--- src/rtl/wc_pkg.sv ---
// shared definitions for the CPU core: memory map, command queue sizes, address views
package wc_pkg;

    // CPU bus widths
    localparam int addr_w = 16;
    localparam int data_w = 8;
    localparam int ofs_w  = 11;
    localparam int page_w = 5;

    // 2 KB pages in the CPU map
    localparam logic [page_w-1:0] page_shram = 5'h19;
    localparam logic [page_w-1:0] page_fix   = 5'h1A;
    localparam logic [page_w-1:0] page_scr   = 5'h1B;
    localparam logic [page_w-1:0] page_obj   = 5'h1C;
    localparam logic [page_w-1:0] page_pal   = 5'h1D;

    // RAM region indexes
    localparam int region_w = 3;
    localparam logic [region_w-1:0] region_shram = 3'd0;
    localparam logic [region_w-1:0] region_fix   = 3'd1;
    localparam logic [region_w-1:0] region_scr   = 3'd2;
    localparam logic [region_w-1:0] region_obj   = 3'd3;
    localparam logic [region_w-1:0] region_pal   = 3'd4;
    localparam int region_count = 5;

    // scroll registers, main CPU only
    localparam logic [addr_w-1:0] scrx_lo_addr = 16'hF800;
    localparam logic [addr_w-1:0] scrx_hi_addr = 16'hF801;
    localparam logic [addr_w-1:0] scry_addr    = 16'hF802;

    localparam logic [data_w-1:0] open_bus = 8'hFF;

    // sound command queue, the consumer latch holds one more entry
    localparam int cmd_depth = 4;
    localparam int cmd_cnt_w = 3;
    localparam logic [cmd_cnt_w-1:0] cmd_credits = cmd_cnt_w'(cmd_depth + 1);

    // CPU address as a raw word or as page plus offset
    typedef union packed {
        logic [addr_w-1:0] raw;
        struct packed {
            logic [page_w-1:0] page;
            logic [ofs_w-1:0]  ofs;
        } map;
    } cpu_addr_u;

endpackage

--- src/rtl/wc_cmd_producer.sv ---
// main-side sound command writer with credit count and CPU stall
`timescale 1ns/1ps

module wc_cmd_producer
    import wc_pkg::*;
(
    input  logic              clk,
    input  logic              arst_n,
    input  logic              cmd_wr,
    input  logic [data_w-1:0] cmd_data,
    input  logic              credit_ret,
    output logic              cmd_wait,
    output logic              push,
    output logic [data_w-1:0] push_data
);

    logic [cmd_cnt_w-1:0] credit;
    logic                 has_credit;

    assign has_credit = (credit != '0);

    // stall the main CPU until a slot frees up
    assign cmd_wait  = cmd_wr & ~has_credit;
    assign push      = cmd_wr & has_credit;
    assign push_data = cmd_data;

    always_ff @(posedge clk or negedge arst_n) begin
        if (!arst_n) begin
            credit <= cmd_credits;
        end else begin
            case ({push, credit_ret})
                2'b10:   credit <= credit - 1'b1;
                2'b01:   credit <= credit + 1'b1;
                default: ;
            endcase
        end
    end

endmodule

--- config.mk ---
export PLATFORM = sky130hd
export DESIGN_NAME = wc_cmd_producer
export DESIGN_NICKNAME = d
export VERILOG_FILES = /design/src/rtl/wc_pkg.sv /design/src/rtl/wc_cmd_producer.sv
export SDC_FILE = /design/constraint.sdc
export NUM_CORES = 1
export LEC_CHECK = 0
export CORE_AREA = 5 5 42 44
export DETAILED_ROUTE_END_ITERATION = 10
export DIE_AREA = 0 0 47 49
export DONT_BUFFER_PORTS = 1
export SETUP_SLACK_MARGIN = 0.05
export SLEW_MARGIN = 10
export SYNTH_ARGS = -nofsm -noshare
export SYNTH_HDL_FRONTEND = slang
export SYNTH_SLANG_ARGS = --single-unit
--- constraint.sdc ---
create_clock -name clk -period 4.1 [get_ports clk]
set_input_delay 1.23 -clock clk [delete_from_list [all_inputs] [get_ports clk]]
set_output_delay 1.23 -clock clk [all_outputs]
set_load 0.02 [all_outputs]
* Word level (Yosys, flattened, before mapping) *
Index checks and enable logic that the tools add are counted.
Widths: inputs -> output; s select.

word-level totals
  bits in registers = 3
  output and inout bits = 10
  logic and storage cells = 11

operators by class
  add/subtract/negate cells = 2
  equality and inequality tests = 2
  multiplexer cells = 1
  bitwise logic cells = 3
  reductions and logical operators = 2

operator list
  cell                 number
  $pmux 3 s2           1
  $add 3x1->3 const B  1
  $reduce_bool 3->1    1
  $sub 3x1->3 const B  1
  $and 1x1->1          2
  $eq 2x1->1 const B   1
  $eq 2x2->1 const B   1
  $reduce_bool 2->1    1
  $not 1->1            1

* Logic depth before layout (Yosys ltp) *
  depth after elaboration = 4
  mapped depth = 8
  mapped depth without buffers = 8

* Worst setup path before layout *
Ideal clock, no wire load.

  kind = input port to output port
  start point = input port cmd_wr
  end point = output port cmd_wait
  data arrival time = 1,440 ps
  required time = 2,870 ps
  path slack = 1,430 ps
  stages on the path = 1
  buffers on the path = 0
  cells stage by stage = and2_1

on the way
  word-level cells in the longest chain between the ends = 1

ends and longest elaborated chain
  element          RTL line               source
  start, declared  wc_cmd_producer.sv:9   input logic cmd_wr,
  $and 1x1->1      wc_cmd_producer.sv:23  assign cmd_wait = cmd_wr & ~has_credit;
  end, declared    wc_cmd_producer.sv:12  output logic cmd_wait,

Every way passes these cells.

* Worst setup path in the final report *
Ends and elaborated chain as after synthesis.

==> metrics.cfg <==
[run_status]
status = completed

[cts]
cts-htree-levels = 1
cts.sinks = 3
cts_setup_buffers = 0
clk_pin_slew_worst_paths_ns = 0.04
clock-root-buffer = clkbuf_4
post_cts_resized = 0
cts_buffers = 3
cts.path.max_buffers = 2
clkLatencyLatePin_ns = 0.23
cts_tree = built
ctsHoldBuffers = 0

[placed_design]
gp_congestion = 0.594
hpwl_um = 291
placed_cells = 31
port_buffers = 0

[global_route]
grt_max_degree = 4
grt_first_pass_wirelength_um = 572
first_global_vias = 137
grt_remaining_overflow = 0
grt_usage_pct = 3.82
antenna_found_initial = 0

[floorplanning]
core_um2 = 1400
rows = 14
die_h_um = 49
ios = 22
dieArea_um2 = 2300
initial_utilization_pct = 16.9
die-width_um = 47

[drt]
vias_per_cell = 3.17
wl_per_cell_um = 10.3
wl_met2_um = 173
drtAntennaViolNets = 0
first_iter_violations = 1
route.detailed.drc = 0
first_pass_iters = 2
vias = 111
wirelength_um = 362
wl_met3_um = 41
top_layer = met3
m1WireLength_um = 148

[setup_path]
critPathLaunchType = input pin
crit_arrival_ns = 1.45
cp_num_buf_inv = 0
path_cells = and2_1
crit_type = input pin to output port
critPathMaxFanout = 2
slowest_stage = and2_1
crit_family = simple AND/OR/NAND/NOR gates
critPathMaxStageDelay_ns = 0.22
crit_required_ns = 2.87
critPathCaptureType = output port

[synthesis]
yosys.cell_types.count = 13
synthTopCellsByArea = buf_4 25%, dfstp_2 22%, dfrtp_1 11%
synth-seq-cells = 3
synth_area_um2 = 236
synth.avg_cell_area_um2 = 10.3
synth_top_area_share_pct = 25.4
synth_cells = 23
synth.largest_area_cell = buf_4
syn_nets = 37
yosys_warnings = 0
yosysSeqAreaShare_pct = 32.8

[sta]
slew_headroom_pct = 85.9
hold_violations = 0
worst_slew_pin_slew_ns = 0.212
report.final.slew_viol_count = 0
fmax_mhz = 373
final.min_clock_period_ns = 2.68
setup_violations = 0
setup-tns-final_ns = 0
min_period_over_period_pct = 65.3
fin_skew_ns = 0.00243
rsz0062_at_grt = false

[final_layout]
layout-drive-gt1-share_pct = 31.6
diodes = 0
largest-register = credit
reg_top3 = credit: 3 flops
final_nets = 34
n_fill_cell = 158
largest_register_ffs = 3
final_cells = 35
syn_to_final_growth_pct = -5.82

[run]
max_cap_violations = 0

[min_path]
hp-class = register to register

[pwr]
total_power_mw = 0.185
vdd_drop_max_mv = 0.265
power_density_nw_per_um2 = 833
leakage_nw = 0.0960

metrics by stage:
step / hold slack [ns] / worst slack (ns) / cell area (µm²) / util (%)
CTS: 0.526 / 1.42 / 223 / 15.9
global placement: 0.509 / 1.42 / 196 / 14.0
global route: 0.540 / 1.41 / 223 / 15.9
finish: 0.517 / 1.42 / 223 / 15.9
floorplan: 0.491 / 1.43 / 236 / -
detailed placement: 0.518 / 1.42 / 196 / 14.0
where the power goes:
part	switching (mW)	internal, mW
Combinational	0.0311	0.0332
Sequential	0.0153	0.0544
Clock	0.0151	0.0365
cells in the mapped netlist (all sizes together):
library cell / number
and2: 1
xor2: 2
fa: 1
dfrtp: 1
buf: 8
mux2: 1
nor2: 1
xnor2: 1
ha: 1
dfstp: 2
inv: 2
nand2b: 1
nor3: 1
area by class of cell:
class                   instances  area [µm²]  area share, %
inverters                       2        7.51           3.37
well taps                      16        20.0           8.99
flip-flops and latches          3        77.6           34.8
clock buffers                   4        26.3           11.8
multi-input cells              10        91.3           41.0
cell usage in the layout, fill, tap and decap left out:
master / count
and2_1: 1
clkbuf_1: 1
clkbuf_4: 3
dfrtp_1: 1
dfstp_2: 2
fa_1: 1
ha_1: 1
inv_1: 2
mux2_2: 1
nand2b_1: 1
nor2_1: 1
nor3_1: 1
xnor2_1: 1
xor2_1: 2
per-layer routing:
metal	vias up	global-route usage (%)
li1	55	-
met1	48	3.56
met2	8	4.98
met3	0	3.69
met4	0	2.76
met5	-	0
worst paths after layout:
check                           startpoint  slack (ns)  cells after the start   endpoint
worst max register to register   credit[0]        2.25                      6  credit[1]
worst min-delay path             credit[0]        0.52                      1  credit[0]
worst max-delay path                cmd_wr        1.42                      1   cmd_wait
worst min register to register   credit[0]        0.52                      1  credit[0]
min in group asynchronous           arst_n        0.69                      0  credit[1]
max in group asynchronous           arst_n        3.24                      0  credit[2]
logic make-up after synthesis:
group,share of synthesized area (%)
and+or+nand+nor,8.99
DFF,32.8
adders and majority gates,13.8
muxes,4.76
buffers and inverters,28.6
xor gates and xnor gates,11.1
Power figures use the tool's default switching activity.
