==> src/rtl/wc_pkg.sv <==
// shared definitions for the CPU core: memory map, command queue sizes, address views
package wc_pkg;

    // CPU bus widths
    localparam int addr_w = 16;
    localparam int data_w = 8;
    localparam int ofs_w  = 11;
    localparam int page_w = 5;

    // 2 KB pages in the CPU map
    localparam logic [page_w-1:0] page_shram = 5'h19;
    localparam logic [page_w-1:0] page_fix   = 5'h1A;
    localparam logic [page_w-1:0] page_scr   = 5'h1B;
    localparam logic [page_w-1:0] page_obj   = 5'h1C;
    localparam logic [page_w-1:0] page_pal   = 5'h1D;

    // RAM region indexes
    localparam int region_w = 3;
    localparam logic [region_w-1:0] region_shram = 3'd0;
    localparam logic [region_w-1:0] region_fix   = 3'd1;
    localparam logic [region_w-1:0] region_scr   = 3'd2;
    localparam logic [region_w-1:0] region_obj   = 3'd3;
    localparam logic [region_w-1:0] region_pal   = 3'd4;
    localparam int region_count = 5;

    // scroll registers, main CPU only
    localparam logic [addr_w-1:0] scrx_lo_addr = 16'hF800;
    localparam logic [addr_w-1:0] scrx_hi_addr = 16'hF801;
    localparam logic [addr_w-1:0] scry_addr    = 16'hF802;

    localparam logic [data_w-1:0] open_bus = 8'hFF;

    // sound command queue, the consumer latch holds one more entry
    localparam int cmd_depth = 4;
    localparam int cmd_cnt_w = 3;
    localparam logic [cmd_cnt_w-1:0] cmd_credits = cmd_cnt_w'(cmd_depth + 1);

    // CPU address as a raw word or as page plus offset
    typedef union packed {
        logic [addr_w-1:0] raw;
        struct packed {
            logic [page_w-1:0] page;
            logic [ofs_w-1:0]  ofs;
        } map;
    } cpu_addr_u;

endpackage

==> src/rtl/wc_cmd_fifo.sv <==
// sound command queue, circular buffer between producer and consumer
`timescale 1ns/1ps

module wc_cmd_fifo
    import wc_pkg::*;
(
    input  logic              clk,
    input  logic              arst_n,
    input  logic              push,
    input  logic [data_w-1:0] push_data,
    input  logic              pop,
    output logic              empty,
    output logic [data_w-1:0] pop_data
);

    logic [data_w-1:0]            mem [cmd_depth];
    logic [$clog2(cmd_depth)-1:0] wr_ptr;
    logic [$clog2(cmd_depth)-1:0] rd_ptr;
    logic [cmd_cnt_w-1:0]         count;

    always_ff @(posedge clk) begin
        if (push) begin
            mem[wr_ptr] <= push_data;
        end
    end

    // pointers wrap naturally, depth is a power of two
    always_ff @(posedge clk or negedge arst_n) begin
        if (!arst_n) begin
            wr_ptr <= '0;
            rd_ptr <= '0;
            count  <= '0;
        end else begin
            if (push) begin
                wr_ptr <= wr_ptr + 1'b1;
            end
            if (pop) begin
                rd_ptr <= rd_ptr + 1'b1;
            end
            case ({push, pop})
                2'b10:   count <= count + 1'b1;
                2'b01:   count <= count - 1'b1;
                default: ;
            endcase
        end
    end

    assign empty    = (count == '0);
    assign pop_data = mem[rd_ptr];

endmodule

==> config.mk <==
export PLATFORM = sky130hd
export DESIGN_NAME = wc_cmd_fifo
export DESIGN_NICKNAME = d
export VERILOG_FILES = /design/src/rtl/wc_pkg.sv /design/src/rtl/wc_cmd_fifo.sv
export SDC_FILE = /design/constraint.sdc
export NUM_CORES = 1
export LEC_CHECK = 0
export ABC_AREA = 1
export BUFFER_PORTS_ARGS = -buffer_cell sky130_fd_sc_hd__clkbuf_2
export CAP_MARGIN = 20
export CELL_PAD_IN_SITES_DETAIL_PLACEMENT = 2
export CELL_PAD_IN_SITES_GLOBAL_PLACEMENT = 2
export CORE_AREA = 2 2 74 76
export DETAILED_ROUTE_END_ITERATION = 7
export DIE_AREA = 0 0 76 78
export PLACE_DENSITY = 0.84
export SYNTH_ARGS = -nofsm -noshare
export SYNTH_HDL_FRONTEND = slang
export SYNTH_SLANG_ARGS = --single-unit
==> constraint.sdc <==
create_clock -name clk -period 1.1 [get_ports clk]
set_input_delay 0.165 -clock clk [delete_from_list [all_inputs] [get_ports clk]]
set_output_delay 0.165 -clock clk [all_outputs]
set_load 0.05 [all_outputs]
# Word-level counts from Yosys, hierarchy flattened
# Memories as Yosys holds them, arrays and structs flattened.
# Index checks and enable logic that the tools add are counted.
dict set report op_classes {
  add_sub_neg 4
  eq_ne 2
  muxes 3
  n_reduce_logical 2
}
# operator n
set op_table {}
lappend op_table {{3-bit one-hot mux with 2 select lines} 1}
lappend op_table {{2-bit by 1-bit adder with 2-bit output, second input constant} 2}
lappend op_table {{3-bit by 1-bit adder with 3-bit output, second input constant} 1}
lappend op_table {{3-bit zero test} 1}
lappend op_table {{3-bit by 1-bit subtractor with 3-bit output, second input constant} 1}
lappend op_table {{2-bit by 1-bit equality test with 1-bit output, second input constant} 1}
lappend op_table {{2-bit equality test, second input constant} 1}
lappend op_table {{1-bit 2-to-1 mux} 2}
lappend op_table {{2-bit nonzero test} 1}
dict set report word_totals {
  register_bits 7
  ram_bits 32
  in_bits 12
  output_inout_bits 9
  wordCells 15
  n_memories 1
}
# memory depth width rd rd_clocked_by_memory_dff wr line
set memory_table {}
lappend memory_table {mem 4 8 1 0 1 wc_cmd_fifo.sv:16} ;# logic [data_w-1:0] mem [cmd_depth];

# Depth between registers and ports, before layout
dict set report depth {
  word_depth 2
  ltp_mapped 10
  mapped_depth_nobuf 9
}

# Worst setup path before layout
# No wires, ideal clock.
dict set report synth_timing {
  kind {reg-to-output}
  startpoint {register count[0]}
  endpoint {output port empty}
  arrival_ns 1.485
  t_required_ns 0.935
  slack_ns -0.550
  stages_incl_launch_ff 2
  n_path_buf 0
  cell_sequence {dfrtp_1 nor3_1}
}
dict set report synth_between {
  elab_chain_cells 1
}
# element line
set synth_rtl {}
lappend synth_rtl {{start: declaration} wc_cmd_fifo.sv:19} ;# logic [cmd_cnt_w-1:0] count;
lappend synth_rtl {{start signal: assignment} wc_cmd_fifo.sv:41} ;# 2'b10: count <= count + 1'b1;
lappend synth_rtl {{start signal: assignment} wc_cmd_fifo.sv:42} ;# 2'b01: count <= count - 1'b1;
lappend synth_rtl {{3-bit zero test} wc_cmd_fifo.sv:48} ;# assign empty = (count == '0);
lappend synth_rtl {{end: declaration} wc_cmd_fifo.sv:12} ;# output logic empty,
# No other way between the ends.

# Final worst setup path
dict set report layout_timing {
  startpoint {register rd_ptr[0]}
  endpoint {output port pop_data[0]}
}
dict set report layout_between {
  elab_chain_cells 1
}
# element line
set layout_rtl {}
lappend layout_rtl {{start: declaration} wc_cmd_fifo.sv:18} ;# logic [$clog2(cmd_depth)-1:0] rd_ptr;
lappend layout_rtl {{start signal: assignment} wc_cmd_fifo.sv:38} ;# rd_ptr <= rd_ptr + 1'b1;
lappend layout_rtl {{memory 4 x 8 bit} --}
lappend layout_rtl {{end: declaration} wc_cmd_fifo.sv:13} ;# output logic [data_w-1:0] pop_data
# No other way between the ends.

==> flow_metrics.py <==
metrics = {
    "outcome": {
        "status": "complete, but fails checks",
        "violations": "negative setup slack",
    },
    "route": {
        "first_pass_iters": 4,
        "drt-vias-per-instance": 4.57,
        "drc": 0,
        "drtIter0Drc": 12,
        "routed_wirelength_um": 4490,
        "wl_per_cell_um": 18.0,
        "vias": 1138,
        "ant_nets": 0,
    },
    "sta": {
        "hold_viol": 0,
        "min_period_ps": 1560,
        "skew_ps": 6.37,
        "worst_pin_slew_ps": 250,
        "final.setup.tns_ps": -4900,
        "fmax_ghz": 0.641,
        "rsz0062_at_grt": "true",
        "setup_ws_ps": -459,
        "fin_crit_sh": 1.42,
        "slew_violations": 0,
        "max-slew-margin-rel": 0.833,
        "hold_ws_ps": 88.2,
        "setup_viol": 43,
    },
    "grt": {
        "grt_max_degree": 19,
        "grt_pass1_wl_um": 7290,
        "overflow": 0,
        "grt.total_usage": 0.168,
        "met1_usage": 0.166,
        "grt.met2_usage": 0.339,
        "grt_pass1_vias": 1363,
        "gr-usage-met3": 0.0360,
        "grt.busiest_layer": "met2",
        "antenna_found_initial": 0,
    },
    "final_layout": {
        "nFillCells": 494,
        "fin_area_um2": 2390,
        "antenna_cells": 0,
        "syn_to_final_growth_pct": 40.3,
        "drive_above_1_share": 0.447,
        "nets": 196,
    },
    "hold_path": {
        "hold_class": "primary input to register",
        "worstHoldPathCells": 1,
        "min_from": "push_data[5]",
        "min_delay_worst_endpoint": "mem[0][5]",
    },
    "yosys": {
        "yosysSeqAreaShare": 0.667,
        "netlist_area_um2": 1700,
        "synth_common_cells": "nand2_1, edfxtp_1, inv_1",
        "synth_nets": 159,
        "synth_ff_type": "edfxtp_1",
        "yosys-top-cells-area": "edfxtp_1, dfrtp_1, nand2_1",
        "yosysWarnings": 0,
        "synth_cells": 141,
        "yosysMostFrequentCell": "nand2_1",
        "ys_ff_latch": 39,
        "synth_edf_count": 32,
        "syn_area_per_cell_um2": 12.1,
        "synth_top_area_frac": 0.564,
        "ys_types": 17,
        "async_reset_ff_frac": 0.179,
        "yosysTopAreaCell": "edfxtp_1",
    },
    "place": {
        "place.port_buffers": 20,
        "routabilityCongestion": 0.705,
        "place_area_um2": 2090,
        "hpwlAfterDp_um": 3130,
    },
    "cts": {
        "clk_pin_slew_ps": 70,
        "cts_tree": "built",
        "cts.htree.levels": 2,
        "clock_latency_ps": 300,
        "clock_sinks": 39,
        "cts_buffer_depth": 2,
        "clock-root-buffer": "clkbuf_8",
        "cts_inserted_buffers": 5,
    },
    "critical_path": {
        "reg2reg_to": "count[2]",
        "regToRegSetupSlack_ps": -150,
        "reg2regPathDepth": 6,
        "reg2reg_from": "count[0]",
        "cp.arrival_ps": 1390,
        "worstSetupPathType": "register to output port",
        "cp_max_fo": 18,
        "required_ps": 940,
        "crit_path_end_kind": "output port",
        "startpoint_type": "register",
    },
    "pwr": {
        "power_density_nw_per_um2": 3210,
        "irDropWorstVdd_v": 0.00169,
        "finalPower_mw": 7.69,
        "cellLeakagePower_nw": 1.00,
    },
    "die": {
        "coreArea_um2": 5040,
        "die_h_um": 78,
        "row_count": 26,
        "design.die.area_um2": 5930,
        "start_util": 0.338,
        "io-pin-count": 21,
        "dieWidth_um": 76,
    },
    "job": {
        "drv_cap": 0,
    },
}
==> what timing repair did <==
| item | 4_1_cts | 5_1_grt |
|---|---|---|
| pin swaps | 5 | 8 |
| hold buffers | 1 | 0 |
| endpoints found under the setup margin | 43 | 43 |
| endpoints found under the hold margin | 7 | 0 |
| gates resized for setup | 39 | 9 |
| buffers inserted | 4 | 0 |
==> per-layer routing <==
layer,vias up,wire length (um)
li1,535,-
met1,579,1600
met2,15,2700
met3,9,98
met4,0,91
met5,-,0
==> worst max path at each step <==
| stage | from | end | slack, ps | depth (start not counted) |
|---|---|---|---|---|
| floorplan | push | count[2] | -80 | 9 |
| global placement | push | count[2] | -110 | 9 |
| detailed placement | push | count[2] | -210 | 9 |
| CTS | rd_ptr[0] | pop_data[7] | -480 | 4 |
| global route | rd_ptr[0] | pop_data[5] | -530 | 4 |
| finish | rd_ptr[0] | pop_data[0] | -460 | 4 |
==> report_power, final <==
part | internal (mW) | switching [mW]
sequential | 1.99 | 0.260
combinational | 1.87 | 2.40
clock | 0.664 | 0.507
==> worst max-delay path: stages, from the launching register on <==
cell and delay [ps]:
dfrtp_1 410, buf_6 170, o211ai_1 260, nand2_2 110
buf_12 160
==> stage by stage <==
stage	instances	util	worst slack, ps
after floorplan	141	-	-84.5
after global placement	236	0.414	-112
after detailed placement	236	0.414	-209
after CTS	249	0.470	-477
after global routing	249	0.474	-532
final	249	0.474	-459
==> layout by cell type, fill, tap and decap left out, drive strengths merged <==
cell	count
nand4	1
nand3	1
edfxtp	32
bufinv	1
o211ai	16
ha	5
nand2	35
inv	30
xnor2	1
clkbuf	16
o21ai	2
dfrtp	7
dlygate4sd3	1
fa	1
clkinv	2
nor3	1
buf	24
xor2	3
==> sequential cells by signal (all words and copies together), names as in the netlist <==
name    count
wr_ptr      2
count       3
rd_ptr      2
mem        32
==> cell type report <==
class / instances / area [um^2] / area share
clock buffer: 5 / 68.8 / 0.0288
clock inverter: 3 / 38.8 / 0.0162
inverter: 30 / 143 / 0.0597
multi-input combinational: 66 / 536 / 0.224
sequential: 39 / 1140 / 0.476
tap: 70 / 87.6 / 0.0366
timing repair buffer: 36 / 379 / 0.159
==> cell families (layout without fill, tap and decap cells) <==
| family | Yosys count | count (layout) | synth area share |
|---|---|---|---|
| buffers and inverters | 36 | 74 | 0.0984 |
| DFF | 39 | 39 | 0.667 |
| and+or+nand+nor | 38 | 38 | 0.0866 |
| xor gates and xnor gates | 4 | 4 | 0.0206 |
| AOI/OAI and AO/OA | 18 | 18 | 0.0793 |
| adders and majority gates | 6 | 6 | 0.0485 |
Power figures use the tool's default switching activity.
