File: src/rtl/wc_pkg.sv
// shared definitions for the CPU core: memory map, command queue sizes, address views
package wc_pkg;

    // CPU bus widths
    localparam int addr_w = 16;
    localparam int data_w = 8;
    localparam int ofs_w  = 11;
    localparam int page_w = 5;

    // 2 KB pages in the CPU map
    localparam logic [page_w-1:0] page_shram = 5'h19;
    localparam logic [page_w-1:0] page_fix   = 5'h1A;
    localparam logic [page_w-1:0] page_scr   = 5'h1B;
    localparam logic [page_w-1:0] page_obj   = 5'h1C;
    localparam logic [page_w-1:0] page_pal   = 5'h1D;

    // RAM region indexes
    localparam int region_w = 3;
    localparam logic [region_w-1:0] region_shram = 3'd0;
    localparam logic [region_w-1:0] region_fix   = 3'd1;
    localparam logic [region_w-1:0] region_scr   = 3'd2;
    localparam logic [region_w-1:0] region_obj   = 3'd3;
    localparam logic [region_w-1:0] region_pal   = 3'd4;
    localparam int region_count = 5;

    // scroll registers, main CPU only
    localparam logic [addr_w-1:0] scrx_lo_addr = 16'hF800;
    localparam logic [addr_w-1:0] scrx_hi_addr = 16'hF801;
    localparam logic [addr_w-1:0] scry_addr    = 16'hF802;

    localparam logic [data_w-1:0] open_bus = 8'hFF;

    // sound command queue, the consumer latch holds one more entry
    localparam int cmd_depth = 4;
    localparam int cmd_cnt_w = 3;
    localparam logic [cmd_cnt_w-1:0] cmd_credits = cmd_cnt_w'(cmd_depth + 1);

    // CPU address as a raw word or as page plus offset
    typedef union packed {
        logic [addr_w-1:0] raw;
        struct packed {
            logic [page_w-1:0] page;
            logic [ofs_w-1:0]  ofs;
        } map;
    } cpu_addr_u;

endpackage

File: src/rtl/wc_cmd_consumer.sv
// sound-side command latch with pending flag and credit return
`timescale 1ns/1ps

module wc_cmd_consumer
    import wc_pkg::*;
(
    input  logic              clk,
    input  logic              arst_n,
    input  logic              empty,
    input  logic [data_w-1:0] pop_data,
    input  logic              snd_ack,
    output logic              pop,
    output logic [data_w-1:0] snd_cmd,
    output logic              snd_pending,
    output logic              credit_ret
);

    // refill as soon as the latch is free
    assign pop = ~snd_pending & ~empty;

    always_ff @(posedge clk or negedge arst_n) begin
        if (!arst_n) begin
            snd_cmd     <= '0;
            snd_pending <= 1'b0;
            credit_ret  <= 1'b0;
        end else begin
            // one credit back per acknowledged command
            credit_ret <= snd_ack & snd_pending;
            if (pop) begin
                snd_cmd     <= pop_data;
                snd_pending <= 1'b1;
            end else if (snd_ack) begin
                snd_pending <= 1'b0;
            end
        end
    end

endmodule

File: config.mk
export PLATFORM = sky130hd
export DESIGN_NAME = wc_cmd_consumer
export DESIGN_NICKNAME = d
export VERILOG_FILES = /design/src/rtl/wc_pkg.sv /design/src/rtl/wc_cmd_consumer.sv
export SDC_FILE = /design/constraint.sdc
export NUM_CORES = 1
export LEC_CHECK = 0
export BUFFER_PORTS_ARGS = -buffer_cell sky130_fd_sc_hd__clkbuf_2
export CORE_AREA = 5 5 42 44
export CTS_CLUSTER_DIAMETER = 50
export CTS_CLUSTER_SIZE = 12
export DETAILED_ROUTE_END_ITERATION = 12
export DIE_AREA = 0 0 47 49
export HOLD_SLACK_MARGIN = 0.02
export PLACE_DENSITY_LB_ADDON = 0.12
export SLEW_MARGIN = 5
export SYNTH_ARGS = -nofsm -noshare
export SYNTH_HDL_FRONTEND = slang
export SYNTH_SLANG_ARGS = --single-unit
File: constraint.sdc
create_clock -name clk -period 1.15 [get_ports clk]
set_input_delay 0.1725 -clock clk [delete_from_list [all_inputs] [get_ports clk]]
set_output_delay 0.1725 -clock clk [all_outputs]
set_load 0.03 [all_outputs]
Word level (Yosys, flattened, before mapping)
Cells that the tools add are included.

word-level totals
  flip-flop bits (word level) = 10
  bits of input ports = 12
  output and inout bits = 11
  logic and storage cells = 10

cells by class
  multiplexer cells = 2
  bitwise operators = 4
  reductions and logical operators = 1

operators by type and width
  operator            count
  AND 1 bit           2
  two-way mux 1 bit   2
  NOT 1 bit           2
  nonzero test 2 bit  1

Logic depth before layout (Yosys ltp)
Gate-level depths: netlist of run 1.

  depth after elaboration = 3
  depth in mapped cells = 2
  gate-level depth less buffers = 2

Least setup slack after synthesis of run 1
No wires, ideal clock.

  kind = flip-flop to flip-flop
  from = reg snd_pending
  to = reg snd_cmd[0]
  setup time = 0.125 ns
  arrival time = 1.224 ns
  required time = 1.025 ns
  setup slack = -0.199 ns
  stages on the path, launching flop included = 3
  path buffers = 0
  clock period less this slack = 1.349 ns
  path through = dfrtp_1 -> nor2_4 -> mux2_2

on the way
  cells in the longest elaborated chain, start to end = 2

RTL lines
  element                 line                   text
  from (decl)             wc_cmd_consumer.sv:14  output logic snd_pending,
  from (signal assigned)  wc_cmd_consumer.sv:24  snd_pending <= 1'b0;
  from (signal assigned)  wc_cmd_consumer.sv:31  snd_pending <= 1'b1;
  from (signal assigned)  wc_cmd_consumer.sv:33  snd_pending <= 1'b0;
  NOT 1 bit               wc_cmd_consumer.sv:19  assign pop = ~snd_pending & ~empty;
  AND 1 bit               wc_cmd_consumer.sv:19
  via pop                 wc_cmd_consumer.sv:12  output logic pop,
  to (signal assigned)    wc_cmd_consumer.sv:30  snd_cmd <= pop_data;
  to (decl)               wc_cmd_consumer.sv:13  output logic [data_w-1:0] snd_cmd,

The timed path passes the listed nets, and every way through them passes these cells.
A chain may end at the register's enable or synchronous reset.

Worst setup path in the final report of run 1
  from = reg snd_pending
  to = out snd_pending

No word-level cell between the ends.

==> flow_summary.yaml, run 1 <==
setup_path:
  worst_path_max_delay_cell: "dfrtp_2"
  crit_family: "flip-flops"
  arrival_ns: 0.97
  crit_fanout: 3
  critPathBufInv: 2
  worst_setup_path_end_kind: "primary output"
  path_class: "reg -> out"
  start_kind: "register"
  slowest_delay_ns: 0.42
  worstPathRequired_ns: 0.98
  path_cells: "buf_4, buf_8"
power:
  power_density_nw_per_um2: 2080
  total_power_mw: 1.28
  leakage_nw: 0.322
  vdd_drop_max_mv: 0.774
routing:
  firstDrtPassIters: 1
  ant_nets: 0
  avgViaCountPerCell: 4.28
  wl_met2_um: 367
  routed_wl_um: 912
  route.met3.wl_um: 139
  wl_per_cell_um: 13.6
  wl_met1_um: 380
  dr.first_iter.drc_count: 0
  vias: 287
  highest_layer: "met4"
  drc: 0
yosys:
  synth_cell_types: 6
  synthArstFlopShare_pct: 100
  syn-num-nets: 34
  yosysTopAreaCell: "dfrtp_1"
  synth.avg_cell_area_sq_um: 16.7
  synth.area.top_cells: "dfrtp_1 (68%), mux2_2 (25%), nor2_4 (3.1%), and2_1 (1.7%), a21oi_1 (1.4%)"
  synth_top_area_share_pct: 68.3
  synth_flop_cell: "dfrtp_1"
  syn_inst: 22
  synth_edf_count: 0
  ys_ff_latch: 10
  ys_seq_area_share_pct: 68.3
  ys_warn_count: 0
  synth_area_sq_um: 367
  synthTopCellsByCount: "dfrtp_1 (10), mux2_2 (8)"
  yosys.cell_count.top_type: "dfrtp_1"
timing:
  rsz0062_at_grt: "true"
  fin_crit_ns: 1.14
  skew_ns: 0.00511
  hold_violations: 0
  report.final.setup_viol: 0
  fin_crit_sh_pct: 99.0
  worstMarginPinSlew_ns: 0.251
  slew_violations: 0
  max_freq_ghz: 0.878
  fin_hold_ws_ns: 0.122
  slew_headroom_pct: 83.2
cts:
  cts_buffers: 3
  cts.path.max_buffers: 2
  cts_sinks: 10
  ctsHtreeMaxLevel: 1
  root_buffer: "clkbuf_4"
  cts_tree: "yes"
  clkLatencyLatePin_ns: 0.27
  clk_pin_slew_ns: 0.06
floorplanning:
  core_area_sq_um: 1400
  chipHeight_um: 49
  initial_core_util_pct: 26.2
  pin_count: 23
  die_area_sq_um: 2300
  row_count: 14
  dieWidth_um: 47
grt:
  grt_overflow: 0
  grt_use_total_pct: 8.27
  grt_max_degree: 11
  grt_pass1_vias: 274
  antenna_found_initial: 0
  grt_pass1_wl_mm: 1.26
run:
  maxCapViolCount: 0
placed_design:
  port-buffer-count: 22
  place.gp.congestion: 0.711
  placed_area_sq_um: 505
layout:
  diodes: 0
  fin_nets: 64
  area_delta_synth_final_pct: 67.2
  finalInstanceArea_sq_um: 613
  drive_gt1_share_pct: 74.5
min_path:
  hold_class: "in -> reg"
outcome:
  status: "complete, no violations"
==> power breakdown <==
part	internal [mW]	switching (mW)	leakage (nW)
Clock	0.192	0.118	0.0210
Combinational	0.209	0.272	0.185
Sequential	0.435	0.0486	0.117
Total	0.836	0.439	0.322
==> what timing repair did <==
item / CTS / global route
endpoints found under the setup margin: 10 / 10
hold endpoints to repair: 10 / 0
gates resized for setup: 3 / 13
buffers inserted: 1 / 0
pin swaps: 1 / 0
cloned: 0 / 0
hold buffers: 1 / 0
==> layout make-up <==
cell class	instances	area [sq um]
sequential	10	251
multi-input combinational	11	143
inverter	1	3.75
tap	16	20.0
clock buffer	4	36.3
fill	136	788
timing repair buffer	25	159
==> registers in the layout (all words and copies together), names as in the netlist <==
register,flops
credit_ret,1
snd_cmd,8
snd_pending,1
==> per-layer routing <==
layer	vias up	GRT usage, %
met5	-	0
met4	0	8.29
met3	2	5.54
met2	20	8.60
met1	131	10.3
li1	134	-
==> per-stage QoR <==
stage          util (%)  TNS, ns  worst slack (ns)  std cells
2_1_floorplan         -    -1.30            -0.162         22
3_3_place_gp       36.1        0            0.0298         61
4_1_cts            40.7  -0.0730           -0.0238         67
3_5_place_dp       36.1  -0.0147           -0.0107         61
5_1_grt            43.8   -0.101           -0.0308         67
6_report           43.8        0            0.0115         67
==> cells by family after synthesis <==
family	after synthesis	synth area share (%)
buffers and inverters	1	1.02
and+or+nand+nor	2	4.78
DFF	10	68.3
AOI/OAI and AO/OA	1	1.36
muxes	8	24.6
==> final timing paths <==
| check | start | slack [ns] | cells after the start | endpoint |
|---|---|---|---|---|
| worst max-delay path | snd_pending$_DFFE_PN0P_ | 0.01 | 2 | snd_pending |
| worst min-delay path | empty | 0.12 | 2 | snd_pending$_DFFE_PN0P_ |
| max in group asynchronous | arst_n | 0.63 | 2 | snd_pending$_DFFE_PN0P_ |
| worst min register to register | snd_cmd[6]$_DFFE_PN0P_ | 0.51 | 1 | snd_cmd[6]$_DFFE_PN0P_ |
| min in group asynchronous | arst_n | 0.31 | 2 | snd_cmd[5]$_DFFE_PN0P_ |
| worst max register to register | snd_pending$_DFFE_PN0P_ | 0.02 | 3 | snd_cmd[4]$_DFFE_PN0P_ |
==> layout by cell type (no fill, tap or decap) <==
| cell type | synthesis | routed |
|---|---|---|
| buf_6 | 0 | 1 |
| buf_8 | 0 | 2 |
| clkbuf_8 | 0 | 1 |
| mux2_4 | 0 | 8 |
| dfrtp_1 | 10 | 9 |
| buf_4 | 0 | 1 |
| clkbuf_2 | 0 | 20 |
| dfrtp_2 | 0 | 1 |
| and2_1 | 1 | 1 |
| a21oi_1 | 1 | 1 |
| dlygate4sd3_1 | 0 | 1 |
| inv_1 | 1 | 1 |
| nor2_4 | 1 | 1 |
| clkbuf_4 | 0 | 3 |
Note: power is estimated with default switching activity, not from simulation.
==> run 2, diff against run 1 <==
- PLACE_DENSITY: default -> 0.61
- PLACE_DENSITY_LB_ADDON: 0.12 -> default
==> run 2 against run 1 <==
  * Non-clock buffer count grew 1
  * Highest routed layer is now met3
  * Die area is the same
  * Clock-buffer cell count is the same
  * Largest cell class unchanged
  * Critical endpoint is now pop
  * Utilization shrank 2.7 points
  * Sequential share of layout area grew 2.7 points
==> flow_summary.yaml, run 2 (same netlist as run 1, synthesis figures left out) <==
setup_path:
  startpoint: "snd_pending$_DFFE_PN0P_"
  r2r_start: "snd_pending$_DFFE_PN0P_"
  ff2ff_path_depth: 3
  start_kind: "register"
  arrival_ns: 0.97
  crit_fanout: 3
  reg2reg_to: "snd_cmd[3]$_DFFE_PN0P_"
  r2r_setup_slack_ns: 0.02
  worstPathRequired_ns: 0.98
  path_class: "reg -> out"
  worst_setup_path_end_kind: "primary output"
timing:
  fin_crit_ns: 1.14
  skew_ns: 0.00194
  hold_violations: 0
  slew_headroom_pct: 83.1
  worst_slack_ns: 0.0103
  report.final.setup_viol: 0
  fin_crit_sh_pct: 99.1
  slew_violations: 0
  worstMarginPinSlew_ns: 0.254
  fin_hold_ws_ns: 0.134
  max_freq_ghz: 0.877
  rsz0062_at_grt: "true"
  fin_tns_setup_ns: 0
floorplanning:
  initial_core_util_pct: 26.2
  chipHeight_um: 49
  row_count: 14
  core_area_sq_um: 1400
  die_area_sq_um: 2300
  pin_count: 23
  dieWidth_um: 47
power:
  switchingPower_mw: 0.407
  total_power_mw: 1.14
  switching_share_pct: 35.6
  seq_power_share_pct: 41.5
  comb_power_share_pct: 37.2
  clock_power_share_pct: 21.3
  leakage_nw: 0.291
  vdd_drop_max_mv: 0.891
  intPower_mw: 0.736
  power_density_nw_per_um2: 1990
cts:
  cts_buffers: 3
  ctsHtreeMaxLevel: 1
  cts_tree: "yes"
  cts.path.max_buffers: 2
  cts_sinks: 10
  clkLatencyLatePin_ns: 0.26
  clk_pin_slew_ns: 0.06
  root_buffer: "clkbuf_4"
placed_design:
  placed_cells: 61
  port-buffer-count: 22
  pre_cts_slack_ns: -0.00727
  place.gp.congestion: 0.599
  placed_area_sq_um: 505
layout:
  fillCellCount: 141
  drive_gt1_share_pct: 73.1
  largest_register_ffs: 8
  top_register: "snd_cmd"
  area_delta_synth_final_pct: 57.0
  diodes: 0
  finalInstanceArea_sq_um: 576
  reg_top3: "snd_cmd: 8 flops, credit_ret: 1 flops, snd_pending: 1 flops"
  fin_cells: 68
  fin_nets: 65
  mostFrequentLayoutCells: "clkbuf_2 (20), dfrtp_1 (9), mux2_2 (8), clkbuf_4 (3), buf_4 (3)"
  final_common_cell: "clkbuf_2"
  final_core_util_pct: 41.1
routing:
  vias: 276
  firstDrtPassIters: 2
  wl_per_cell_um: 11.0
  routed_wl_um: 746
  ant_nets: 0
  dr.first_iter.drc_count: 1
  drc: 0
  avgViaCountPerCell: 4.06
grt:
  grt_pass1_wl_mm: 1.21
  grt_use_total_pct: 7.48
  grt_overflow: 0
  antenna_found_initial: 0
  grt_max_degree: 11
  grt_pass1_vias: 309
min_path:
  min_to: "snd_pending$_DFFE_PN0P_"
  hold_depth: 2
  min_from: "empty"
  hold_class: "in -> reg"
outcome:
  status: "complete, no violations"
run:
  maxCapViolCount: 0
run 2: cell count changes in the layout (fill, tap and decap cells not counted):
cell | previous run | this run
buf_4 | 1 | 3
buf_6 | 1 | 0
buf_8 | 2 | 1
clkbuf_1 | 0 | 1
mux2_2 | 0 | 8
mux2_4 | 8 | 0
run 2: power groups by stage:
stage | logic, mW | clock network [mW] | registers [mW]
finish | 0.425 | 0.243 | 0.475
global route | 0.452 | 0.270 | 0.486
CTS | 0.429 | 0.256 | 0.476
detailed placement | 0.402 | 0 | 0.483
global placement | 0.399 | 0 | 0.482
floorplan | 0.0961 | 0 | 0.651
run 2: worst max-delay path by stage:
stage,endpoint,slack [ns]
global placement,snd_cmd[3]$_DFFE_PN0P_,0.02
CTS,snd_pending,-0.01
detailed placement,snd_cmd[3]$_DFFE_PN0P_,-0.007
finish,pop,0.01
global route,pop,-0.05
floorplan,snd_cmd[0]$_DFFE_PN0P_,-0.16
run 2: area by class of cell:
class	instances	area (sq um)	share of cell area (%)
inverter	1	3.75	0.652
timing repair buffer	26	161	28.0
sequential	10	251	43.7
multi-input combinational	11	113	19.6
tap	16	20.0	3.48
clock buffer	4	26.3	4.57
run 2: repair_timing:
action	4_1_cts	5_1_grt
gates resized for setup	4	1
endpoints found under the setup margin	10	10
hold buffers	1	0
setup buffers	2	0
hold endpoints to repair	10	0
pin swaps	1	0
run 2: layer usage:
metal / up-vias / share of wire [%] / track usage (%)
li1: 136 / - / -
met1: 122 / 37 / 7.99
met2: 18 / 49 / 11.1
met3: 0 / 14 / 5.54
met4: 0 / 0 / 2.76
met5: - / 0 / 0
run 2: critical path, stage by stage (launching register included):
cell and delay, ns:
dfrtp_2 0.42, nor2_4 0.12, clkbuf_8 0.17
