**src/rtl/wc_pkg.sv**
```systemverilog
// shared definitions for the CPU core: memory map, command queue sizes, address views
package wc_pkg;

    // CPU bus widths
    localparam int addr_w = 16;
    localparam int data_w = 8;
    localparam int ofs_w  = 11;
    localparam int page_w = 5;

    // 2 KB pages in the CPU map
    localparam logic [page_w-1:0] page_shram = 5'h19;
    localparam logic [page_w-1:0] page_fix   = 5'h1A;
    localparam logic [page_w-1:0] page_scr   = 5'h1B;
    localparam logic [page_w-1:0] page_obj   = 5'h1C;
    localparam logic [page_w-1:0] page_pal   = 5'h1D;

    // RAM region indexes
    localparam int region_w = 3;
    localparam logic [region_w-1:0] region_shram = 3'd0;
    localparam logic [region_w-1:0] region_fix   = 3'd1;
    localparam logic [region_w-1:0] region_scr   = 3'd2;
    localparam logic [region_w-1:0] region_obj   = 3'd3;
    localparam logic [region_w-1:0] region_pal   = 3'd4;
    localparam int region_count = 5;

    // scroll registers, main CPU only
    localparam logic [addr_w-1:0] scrx_lo_addr = 16'hF800;
    localparam logic [addr_w-1:0] scrx_hi_addr = 16'hF801;
    localparam logic [addr_w-1:0] scry_addr    = 16'hF802;

    localparam logic [data_w-1:0] open_bus = 8'hFF;

    // sound command queue, the consumer latch holds one more entry
    localparam int cmd_depth = 4;
    localparam int cmd_cnt_w = 3;
    localparam logic [cmd_cnt_w-1:0] cmd_credits = cmd_cnt_w'(cmd_depth + 1);

    // CPU address as a raw word or as page plus offset
    typedef union packed {
        logic [addr_w-1:0] raw;
        struct packed {
            logic [page_w-1:0] page;
            logic [ofs_w-1:0]  ofs;
        } map;
    } cpu_addr_u;

endpackage

```
**src/rtl/wc_shared_arb.sv**
```systemverilog
// shared RAM arbiter: round-robin grant, wait states, region decode and scroll registers
`timescale 1ns/1ps

module wc_shared_arb
    import wc_pkg::*;
(
    input  logic                clk,
    input  logic                arst_n,
    input  logic                main_cs,
    input  logic                main_wr_n,
    input  logic [addr_w-1:0]   main_addr,
    input  logic [data_w-1:0]   main_wdata,
    input  logic                sub_cs,
    input  logic                sub_wr_n,
    input  logic [addr_w-1:0]   sub_addr,
    input  logic [data_w-1:0]   sub_wdata,
    output logic                main_wait,
    output logic                sub_wait,
    output logic                ram_en,
    output logic                ram_we,
    output logic [region_w-1:0] ram_region,
    output logic [ofs_w-1:0]    ram_ofs,
    output logic [data_w-1:0]   ram_wdata,
    output logic                rd_open,
    output logic                main_done,
    output logic                sub_done,
    output logic [8:0]          scrx,
    output logic [data_w-1:0]   scry
);

    logic                main_gnt;
    logic                sub_gnt;
    logic                any_gnt;
    logic                last_sub;
    logic                mapped;
    logic                gnt_wr_n;
    logic [data_w-1:0]   gnt_wdata;
    logic [region_w-1:0] region;
    cpu_addr_u           gnt_addr;

    // a request stays open until its done cycle
    assign main_wait = main_cs & ~main_done;
    assign sub_wait  = sub_cs & ~sub_done;

    // on a tie the master not served last wins
    assign main_gnt = main_wait & (~sub_wait | last_sub);
    assign sub_gnt  = sub_wait & ~main_gnt;
    assign any_gnt  = main_gnt | sub_gnt;

    always_comb begin
        gnt_addr.raw = sub_gnt ? sub_addr : main_addr;
        gnt_wr_n     = sub_gnt ? sub_wr_n : main_wr_n;
        gnt_wdata    = sub_gnt ? sub_wdata : main_wdata;
    end

    // page to region
    always_comb begin
        region = region_shram;
        mapped = 1'b1;
        case (gnt_addr.map.page)
            page_shram: region = region_shram;
            page_fix:   region = region_fix;
            page_scr:   region = region_scr;
            page_obj:   region = region_obj;
            page_pal:   region = region_pal;
            default:    mapped = 1'b0;
        endcase
    end

    assign ram_en     = any_gnt & mapped;
    assign ram_we     = ram_en & ~gnt_wr_n;
    assign ram_region = region;
    assign ram_ofs    = gnt_addr.map.ofs;
    assign ram_wdata  = gnt_wdata;

    always_ff @(posedge clk or negedge arst_n) begin
        if (!arst_n) begin
            main_done <= 1'b0;
            sub_done  <= 1'b0;
            last_sub  <= 1'b1;
            rd_open   <= 1'b0;
        end else begin
            main_done <= main_gnt;
            sub_done  <= sub_gnt;
            if (any_gnt) begin
                last_sub <= sub_gnt;
            end
            // completing read of an unmapped address
            rd_open <= any_gnt & ~mapped & gnt_wr_n;
        end
    end

    // scroll latches see main writes only
    always_ff @(posedge clk or negedge arst_n) begin
        if (!arst_n) begin
            scrx <= '0;
            scry <= '0;
        end else if (main_gnt && !gnt_wr_n) begin
            case (gnt_addr.raw)
                scrx_lo_addr: scrx[7:0] <= gnt_wdata;
                scrx_hi_addr: scrx[8]   <= gnt_wdata[0];
                scry_addr:    scry      <= gnt_wdata;
                default:      ;
            endcase
        end
    end

endmodule

```
**config.mk**
```make
export PLATFORM = sky130hd
export DESIGN_NAME = wc_shared_arb
export DESIGN_NICKNAME = d
export VERILOG_FILES = /design/src/rtl/wc_pkg.sv /design/src/rtl/wc_shared_arb.sv
export SDC_FILE = /design/constraint.sdc
export NUM_CORES = 1
export LEC_CHECK = 0
export BUFFER_PORTS_ARGS = -buffer_cell sky130_fd_sc_hd__buf_2
export CORE_UTILIZATION = 37
export CTS_CLUSTER_SIZE = 12
export DETAILED_ROUTE_END_ITERATION = 16
export GPL_ROUTABILITY_DRIVEN = 1
export PLACE_DENSITY = 0.75
export SYNTH_ARGS = -nofsm -noshare
export SYNTH_HDL_FRONTEND = slang
export SYNTH_SLANG_ARGS = --single-unit
```
**constraint.sdc**
```tcl
create_clock -name clk -period 1.9 [get_ports clk]
set_input_delay 0.19 -clock clk [delete_from_list [all_inputs] [get_ports clk]]
set_output_delay 0.19 -clock clk [all_outputs]
set_load 0.01 [all_outputs]
```
# --- After elaboration in Yosys (flattened, before gate mapping) ---
# Index checks and enable logic that the tools add are counted.
# Widths: inputs -> output; s select.
word_totals:
  reg_bits: 21
  latchBits: 0
  ram_bits: 0
  mem_bits_ro: 0
  inputBits: 54
  output_inout_bits: 46
  elab_cells: 42
  memories: 0
classes:
  addsub: 0
  mul: 0
  n_div: 0
  order_cmp: 0
  eq_ne: 8
  n_shift: 0
  muxes: 5
  n_bitwise: 16
  reduce_logical: 6
ops:
  columns: ["operator", "count"]
  rows:
  - ["$eq 16x16->1 const B", 3]
  - ["$eq 5x5->1 const B", 5]
  - ["$mux 16", 1]
  - ["$pmux 3 s4", 1]
  - ["$and 1x1->1", 8]
  - ["$mux 8", 1]
  - ["$not 1->1", 6]
  - ["$reduce_and 2->1", 3]
  - ["$reduce_or 5->1", 1]
  - ["$mux 1", 2]
  - ["$or 1x1->1", 2]
  - ["$logic_and 1x1->1", 1]
  - ["$logic_not 1->1", 1]

# --- Longest topological paths before layout ---
# Gate-level depths: netlist of the first run.
logic_depth:
  ltp_word: 14
  mapped_depth: 9
  mapped_depth_nobuf: 7

# --- Worst setup path before layout of the first run ---
# No wires, ideal clock.
synth_path:
  path_type: "reg-to-output"
  from: "register last_sub"
  to: "output port ram_we"
  t_arrival_ns: 1.862
  required_ns: 1.710
  setup_slack_ns: -0.152
  path_stages_with_launch: 7
  n_path_buf: 1
  path_cell_list: "dfstp_2 > and3b_1 > nand2b_4 > buf_12 > mux2i_1 > nor2_1 > nor4_1"
synth_between:
  elab_chain_cells: 10
  elab_cells_between_ends: 17
  cone_classes: "eq/ne: 5; mux: 3; bitwise: 8; reduce/logical: 1"
synth_lines:
  columns: ["item", "line_no", "text"]
  rows:
  - ["from (decl)", "wc_shared_arb.sv:34", "logic last_sub;"]
  - ["from (signal assigned)", "wc_shared_arb.sv:86", "last_sub <= sub_gnt;"]
  - ["$or 1x1->1 *", "wc_shared_arb.sv:46", "assign main_gnt = main_wait & (~sub_wait | last_sub);"]
  - ["$and 1x1->1 *", "wc_shared_arb.sv:46", null]
  - ["$not 1->1", "wc_shared_arb.sv:47", "assign sub_gnt = sub_wait & ~main_gnt;"]
  - ["$and 1x1->1", "wc_shared_arb.sv:47", null]
  - ["$mux 16", "wc_shared_arb.sv:51", "gnt_addr.raw = sub_gnt ? sub_addr : main_addr;"]
  - ["$eq 5x5->1", "wc_shared_arb.sv:60", "case (gnt_addr.map.page)"]
  - ["$reduce_or 5->1 (no source line)", null, null]
  - ["$mux 1", "wc_shared_arb.sv:60", null]
  - ["$and 1x1->1", "wc_shared_arb.sv:70", "assign ram_en = any_gnt & mapped;"]
  - ["$and 1x1->1 *", "wc_shared_arb.sv:71", "assign ram_we = ram_en & ~gnt_wr_n;"]
  - ["to (decl)", "wc_shared_arb.sv:20", "output logic ram_we,"]
# Every way passes the cells marked *; elsewhere a longest branch is shown, timed or not.

# --- Final worst setup path of the first run ---
layout_path:
  from: "register last_sub"
  to: "output port ram_region[1]"
layout_between:
  elab_chain_cells: 7
  elab_cells_between_ends: 10
  cone_classes: "eq/ne: 4; mux: 2; bitwise: 4"
layout_lines:
  columns: ["item", "line_no", "text"]
  rows:
  - ["$or 1x1->1 *", "wc_shared_arb.sv:46", null]
  - ["$and 1x1->1 *", "wc_shared_arb.sv:46", null]
  - ["$not 1->1 *", "wc_shared_arb.sv:47", null]
  - ["$and 1x1->1 *", "wc_shared_arb.sv:47", null]
  - ["$mux 16 *", "wc_shared_arb.sv:51", null]
  - ["$eq 5x5->1", "wc_shared_arb.sv:60", null]
  - ["$pmux 3 s4 *", "wc_shared_arb.sv:60", null]
  - ["to (decl)", "wc_shared_arb.sv:21", "output logic [region_w-1:0] ram_region,"]
# Marked as above.

==> results of run 1 <==
cell usage after synthesis, types with 3 or more instances:
library cell / instances
dfrtp_1: 20
inv_1: 3
mux2_2: 17
nand2_1: 58
nor3b_1: 3
nor4b_1: 3
report_power, final:
part	total, mW	switching [mW]	internal, mW
clock	0.287	0.138	0.149
sequential	0.476	0.00667	0.469
combinational	0.835	0.400	0.435
total	1.60	0.545	1.05
layout make-up:
class	instances	area [µm²]
clock buffer	4	45.0
fill	275	1090
inverter	4	22.5
multi-input combinational	117	1020
sequential	21	527
tap	48	60.1
timing repair buffer	136	897
metrics by stage:
step	utilization, %	std cells
2_1_floorplan	-	147
3_3_place_gp	58.0	309
3_5_place_dp	58.0	309
4_1_cts	65.8	326
5_1_grt	70.2	330
6_report	70.2	330
final timing paths:
path,slack (ns),end,cells past startpoint
hold / removal,0.30,scrx[3],4
hold reg to reg,0.51,scrx[5],1
min in group asynchronous,0.42,scrx[1],2
max in group asynchronous,1.13,last_sub,2
setup / recovery,-0.34,ram_region[1],7
setup reg to reg,-0.28,scry[6],9
metal layers:
layer / GRT usage [%] / vias to the layer above / wire length (µm)
li1: - / 784 / -
met1: 30.2 / 776 / 1990
met2: 38.4 / 53 / 2520
met3: 2.90 / 14 / 167
met4: 6.82 / 0 / 155
met5: 0 / - / 0
flip-flops by register name, indices dropped and copies added, names as in the netlist:
register,cells
last_sub,1
rd_open,1
scry,8
scrx,9
sub_done,1
main_done,1
kinds of logic after synthesis:
logic type,after synthesis,share of synthesized area (%)
AOI/OAI and AO/OA,11,7.67
xor gates and xnor gates,1,0.625
buffers and inverters,9,4.10
DFF,21,37.6
muxes,21,18.3
and+or+nand+nor,84,31.8
critical path, stage by stage (launching register included):
cell,delay [ns]
dfstp_2,0.53
and3b_1,0.17
nand2b_4,0.22
mux2i_4,0.11
buf_4,0.15
or3b_1,0.38
a21oi_2,0.11
buf_2,0.13
timing repair:
item                       4_1_cts  5_1_grt
setup endpoints to repair       30       41
cloned                           0        0
gates resized for setup         34       32
hold endpoints to repair        20        0
hold buffers                     1        0
pin swaps                       16       15
buffers inserted                13        4
==> results.ini, run 1 <==
[final_layout]
drive_above_1_share_pct = 70.9
stdcell_area_um2 = 2570
antenna_cells = 0
syn2layout_area_growth_pct = 83.2
nets = 337
layout_commonest_cell = buf_2
layout_common_cells = buf_2, nand2_1, buf_4

[cts]
cts_max_path_buffers = 2
cts_max_level = 1
clkLatencyLatePin_ns = 0.25
numCtsBuffers = 3
cts_tree = yes
path_clk_slew_ns = 0.07
cts.sinks = 21
clockRootBuffer = clkbuf_8

[timing]
setup_ws_ns = -0.339
slew_violations = 0
rsz0062_at_grt = yes
hold_violations = 0
clock.fmax_mhz = 447
holdWs_ns = 0.302
finalSetupViolCount = 39
max-slew-margin-rel_pct = 67.7
period_share_pct = 118
setup_tns_ns = -7.40
skew_ns = 0.00170
final.min_clock_period_ns = 2.24
worst_slew_pin_slew_ns = 0.485

[synthesis]
synth.yosys.warnings = 0
async_flop_share_pct = 100
synthDistinctLibCells = 40
synth-main-ff-cell = dfrtp_1
synth.area.top_cells = dfrtp_1, nand2_1, mux2_2
netlist_area_um2 = 1400
yosysTopAreaCellShare_pct = 35.7
synthesis.nets = 201
syn_inst = 147
ys_seq_area_share_pct = 37.6
ys_ff_latch = 21
synth_area_leader_cell = dfrtp_1
synth_edf_count = 0
syn_area_per_cell_um2 = 9.54

[grt]
overflow = 0
grt_usage_pct = 22.8
first_global_vias = 1495
antenna_found_initial = 0
grt_pass1_wl_um = 7170
grt_max_degree = 22

[power_and_ir_drop]
total_power_mw = 1.60
power_leakage_nw = 1.43
pwr_density_cell_nw_per_um2 = 622
irDropWorstVdd_mv = 0.601

[min_path]
min_path_type = input pin to register
min_from = main_wdata[3]

[floorplanning]
die_h_um = 63.6
placementRows = 22
ios = 100
die_area_um2 = 4040
die_x_um = 63.6
initial_core_util_pct = 38.3
coreArea_um2 = 3660

[run_status]
violations = negative setup slack
status = finished with violations

[worst_setup_path]
cp_data_arrival_time_ns = 2.05
rr_startpoint = last_sub
critPathCaptureType = primary output
critical_path.max_fanout = 7
cp_data_required_time_ns = 1.71
cp-start-kind = register
startpoint = last_sub
crit_type = register to primary output

[placement]
port-buffer-count = 99
place_area_um2 = 2120
place_ws_ns = -0.171
dpl.hpwl_um = 3210
gp_congestion = 0.824

[route]
first_pass_iters = 4
drtIter0Drc = 71
wl_um = 4830
vias_per_cell = 4.93
vias = 1627
wire_per_inst_um = 14.6
drc = 0
ant_nets = 0

[job]
drv_cap = 0

(Power assumes the default switching activity.)
==> run 2, diff against run 1 <==
--- a/config.mk
+++ b/config.mk
@@ -5,8 +5,9 @@
 export SDC_FILE = /design/constraint.sdc
 export NUM_CORES = 1
 export LEC_CHECK = 0
+export ABC_AREA = 1
 export BUFFER_PORTS_ARGS = -buffer_cell sky130_fd_sc_hd__buf_2
-export CORE_UTILIZATION = 37
+export CORE_UTILIZATION = 40
 export CTS_CLUSTER_SIZE = 12
 export DETAILED_ROUTE_END_ITERATION = 16
 export GPL_ROUTABILITY_DRIVEN = 1
==> run 2 against run 1 <==
The flow still finishes with violations (negative setup slack). Final cell count increased by 46%. Area after synthesis increased by 25%. Sequential power increased by 1%. Global-route usage increased by 0.57 points. Wire length increased by 42%. Via count increased by 49%. Worst hold slack improved by 0.0046 ns. Critical path type unchanged. Worst setup slack improved by 0.090 ns.
==> results.ini, run 2 <==
[placement]
place_ws_ns = -0.0599
dp_cells = 435
place_area_um2 = 2360
gp_congestion = 0.923
port-buffer-count = 99
dpl.hpwl_um = 3900

[worst_setup_path]
cp_data_arrival_time_ns = 1.96
crit_type = register to primary output
critPathCaptureType = primary output
cp-start-kind = register
critical_path.max_fanout = 5
cp_data_required_time_ns = 1.71

[timing]
hold_violations = 0
skew_ns = 0.00260
rsz0062_at_grt = yes
period_share_pct = 113
final.min_clock_period_ns = 2.15
holdWs_ns = 0.307
clock.fmax_mhz = 465
setup_tns_ns = -4.07
finalSetupViolCount = 33
setup_ws_ns = -0.249
max-slew-margin-rel_pct = 69.5
worst_slew_pin_slew_ns = 0.457
slew_violations = 0

[synthesis]
synth.area.top_cells = dfrtp_1, nand2_1, nand3_1
synth_xor_area_share_pct = 0
yosys-top-cells-count = nand2_1, nand3_1, inv_1, dfrtp_1, nor2_1
synth_top_family_by_area = simple AND/OR/NAND/NOR gates
synth-simple-area-share_pct = 56.3
yosysTopAreaCellShare_pct = 28.5
synthAdderAreaFrac_pct = 0
synthDistinctLibCells = 25
synthMuxAreaShare_pct = 0
netlist_area_um2 = 1760
syn_inst = 281
synth_area_leader_cell = dfrtp_1
ys_seq_area_share_pct = 30.0
synth.yosys.warnings = 0
yosysMostFrequentCell = nand2_1
async_flop_share_pct = 100
synth_edf_count = 0
synth-compound-area-share_pct = 2.57
synth-main-ff-cell = dfrtp_1
synthesis.nets = 335
syn_area_per_cell_um2 = 6.25
ys_ff_latch = 21

[route]
ant_nets = 0
drtIter0Drc = 166
first_pass_iters = 5
wl_um = 6860
drc = 0
vias_per_cell = 5.04
wire_per_inst_um = 14.2
vias = 2427

[cts]
cts_max_path_buffers = 2
cts_max_level = 1
path_clk_slew_ns = 0.08
numCtsBuffers = 3
cts.sinks = 21
clkLatencyLatePin_ns = 0.26
cts_tree = yes
clockRootBuffer = clkbuf_8

[grt]
overflow = 0
grt_usage_pct = 23.4
grt_max_degree = 22
grt_pass1_wl_um = 8370
antenna_found_initial = 0
first_global_vias = 1977

[floorplanning]
die_area_um2 = 4660
die_h_um = 68.2
die_x_um = 68.2
placementRows = 23
ios = 100
coreArea_um2 = 4120
initial_core_util_pct = 42.7

[final_layout]
top_register = scrx
stdcell_area_um2 = 3160
fillers = 270
final-instance-count-excl-fill = 482
multi_input_area_um2 = 1340
drive_above_1_share_pct = 55.8
nets = 487
post-route-util_pct = 76.8
largest_reg_flops = 9
ff_latch_area_um2 = 527
antenna_cells = 0
layout_common_cells = nand2_1, buf_2, buf_4
largestRegisters = scrx x9, scry x8
syn2layout_area_growth_pct = 80.0
layout_commonest_cell = nand2_1

[power_and_ir_drop]
total_power_mw = 1.92
irDropWorstVdd_mv = 0.336
pwr_density_cell_nw_per_um2 = 608
p_seq_share_pct = 25.1
intPower_mw = 1.13
p_clk_share_pct = 15.2
pwr-share-comb_pct = 59.7
sw_frac_of_total_pct = 41.0
power_leakage_nw = 1.94
p_switching_mw = 0.788

[min_path]
min_path_type = input pin to register

[run_status]
status = finished with violations
violations = negative setup slack

[job]
drv_cap = 0

[run 2: cell count changes in the layout (fill, tap and decap cells not counted), moves of 3 or more]
cell,previous run,this run
nand2_1,34,96
nor3b_2,3,0
nor2_8,0,3
nor2_1,1,13
inv_1,2,25
mux2_2,17,0
inv_2,1,5
buf_4,25,42
nor2_4,0,7
nand3_2,0,14
nand3_1,0,27
nand2_2,13,27
inv_4,0,5
mux2i_4,3,0
[run 2: metal layers]
metal  global-route usage [%]  vias to the layer above  share of wire (%)
met5                        0                        -                  0
met4                     5.99                        0                1.4
met3                     3.67                       18                5.5
met2                     41.7                      111                 53
met1                     28.9                     1127                 40
li1                         -                     1171                  -
[run 2: cells by family after synthesis]
group / Yosys count
DFF: 21
buffers and inverters: 43
and+or+nand+nor: 209
AOI/OAI and AO/OA: 8
[run 2: cell type report]
| cell class | instances | share of cell area [%] |
|---|---|---|
| clock inverter | 1 | 0.158 |
| tap | 50 | 1.98 |
| inverter | 35 | 4.55 |
| clock buffer | 3 | 1.31 |
| sequential | 21 | 16.7 |
| timing repair buffer | 153 | 33.0 |
| multi-input combinational | 219 | 42.4 |
[run 2: final timing paths]
check                                  start       end  slack [ns]  cells after the start
worst max-delay path                last_sub    ram_we       -0.25                     10
worst min-delay path            sub_wdata[2]   scrx[2]        0.31                      5
max in group asynchronous             arst_n  last_sub        1.15                      2
min in group asynchronous             arst_n   scry[1]        0.40                      2
worst min register to register       scry[0]   scry[0]        0.47                      2
worst max register to register      last_sub   scrx[6]       -0.20                     13
[run 2: what timing repair did]
action	CTS	global route
setup buffers	16	24
gates cloned	0	3
pin swaps	13	17
resized for setup	22	77
setup endpoints to repair	30	36
hold buffers	1	0
endpoints found under the hold margin	20	0
[run 2: worst max-delay path: stages, from the launching register on]
cell	delay, ns
dfstp_2	0.56
inv_4	0.05
o21ai_4	0.16
buf_6	0.16
nand2_4	0.06
nand2_4	0.08
nand2_4	0.07
o22ai_2	0.21
nand2_1	0.10
nor2_1	0.10
buf_2	0.13
[run 2: power groups by stage]
stage	sequential (mW)	combinational, mW	clock [mW]
floorplan	0.491	0.419	0
global placement	0.486	0.652	0
detailed placement	0.486	0.664	0
CTS	0.477	0.778	0.293
global route	0.484	1.22	0.316
finish	0.482	1.15	0.292
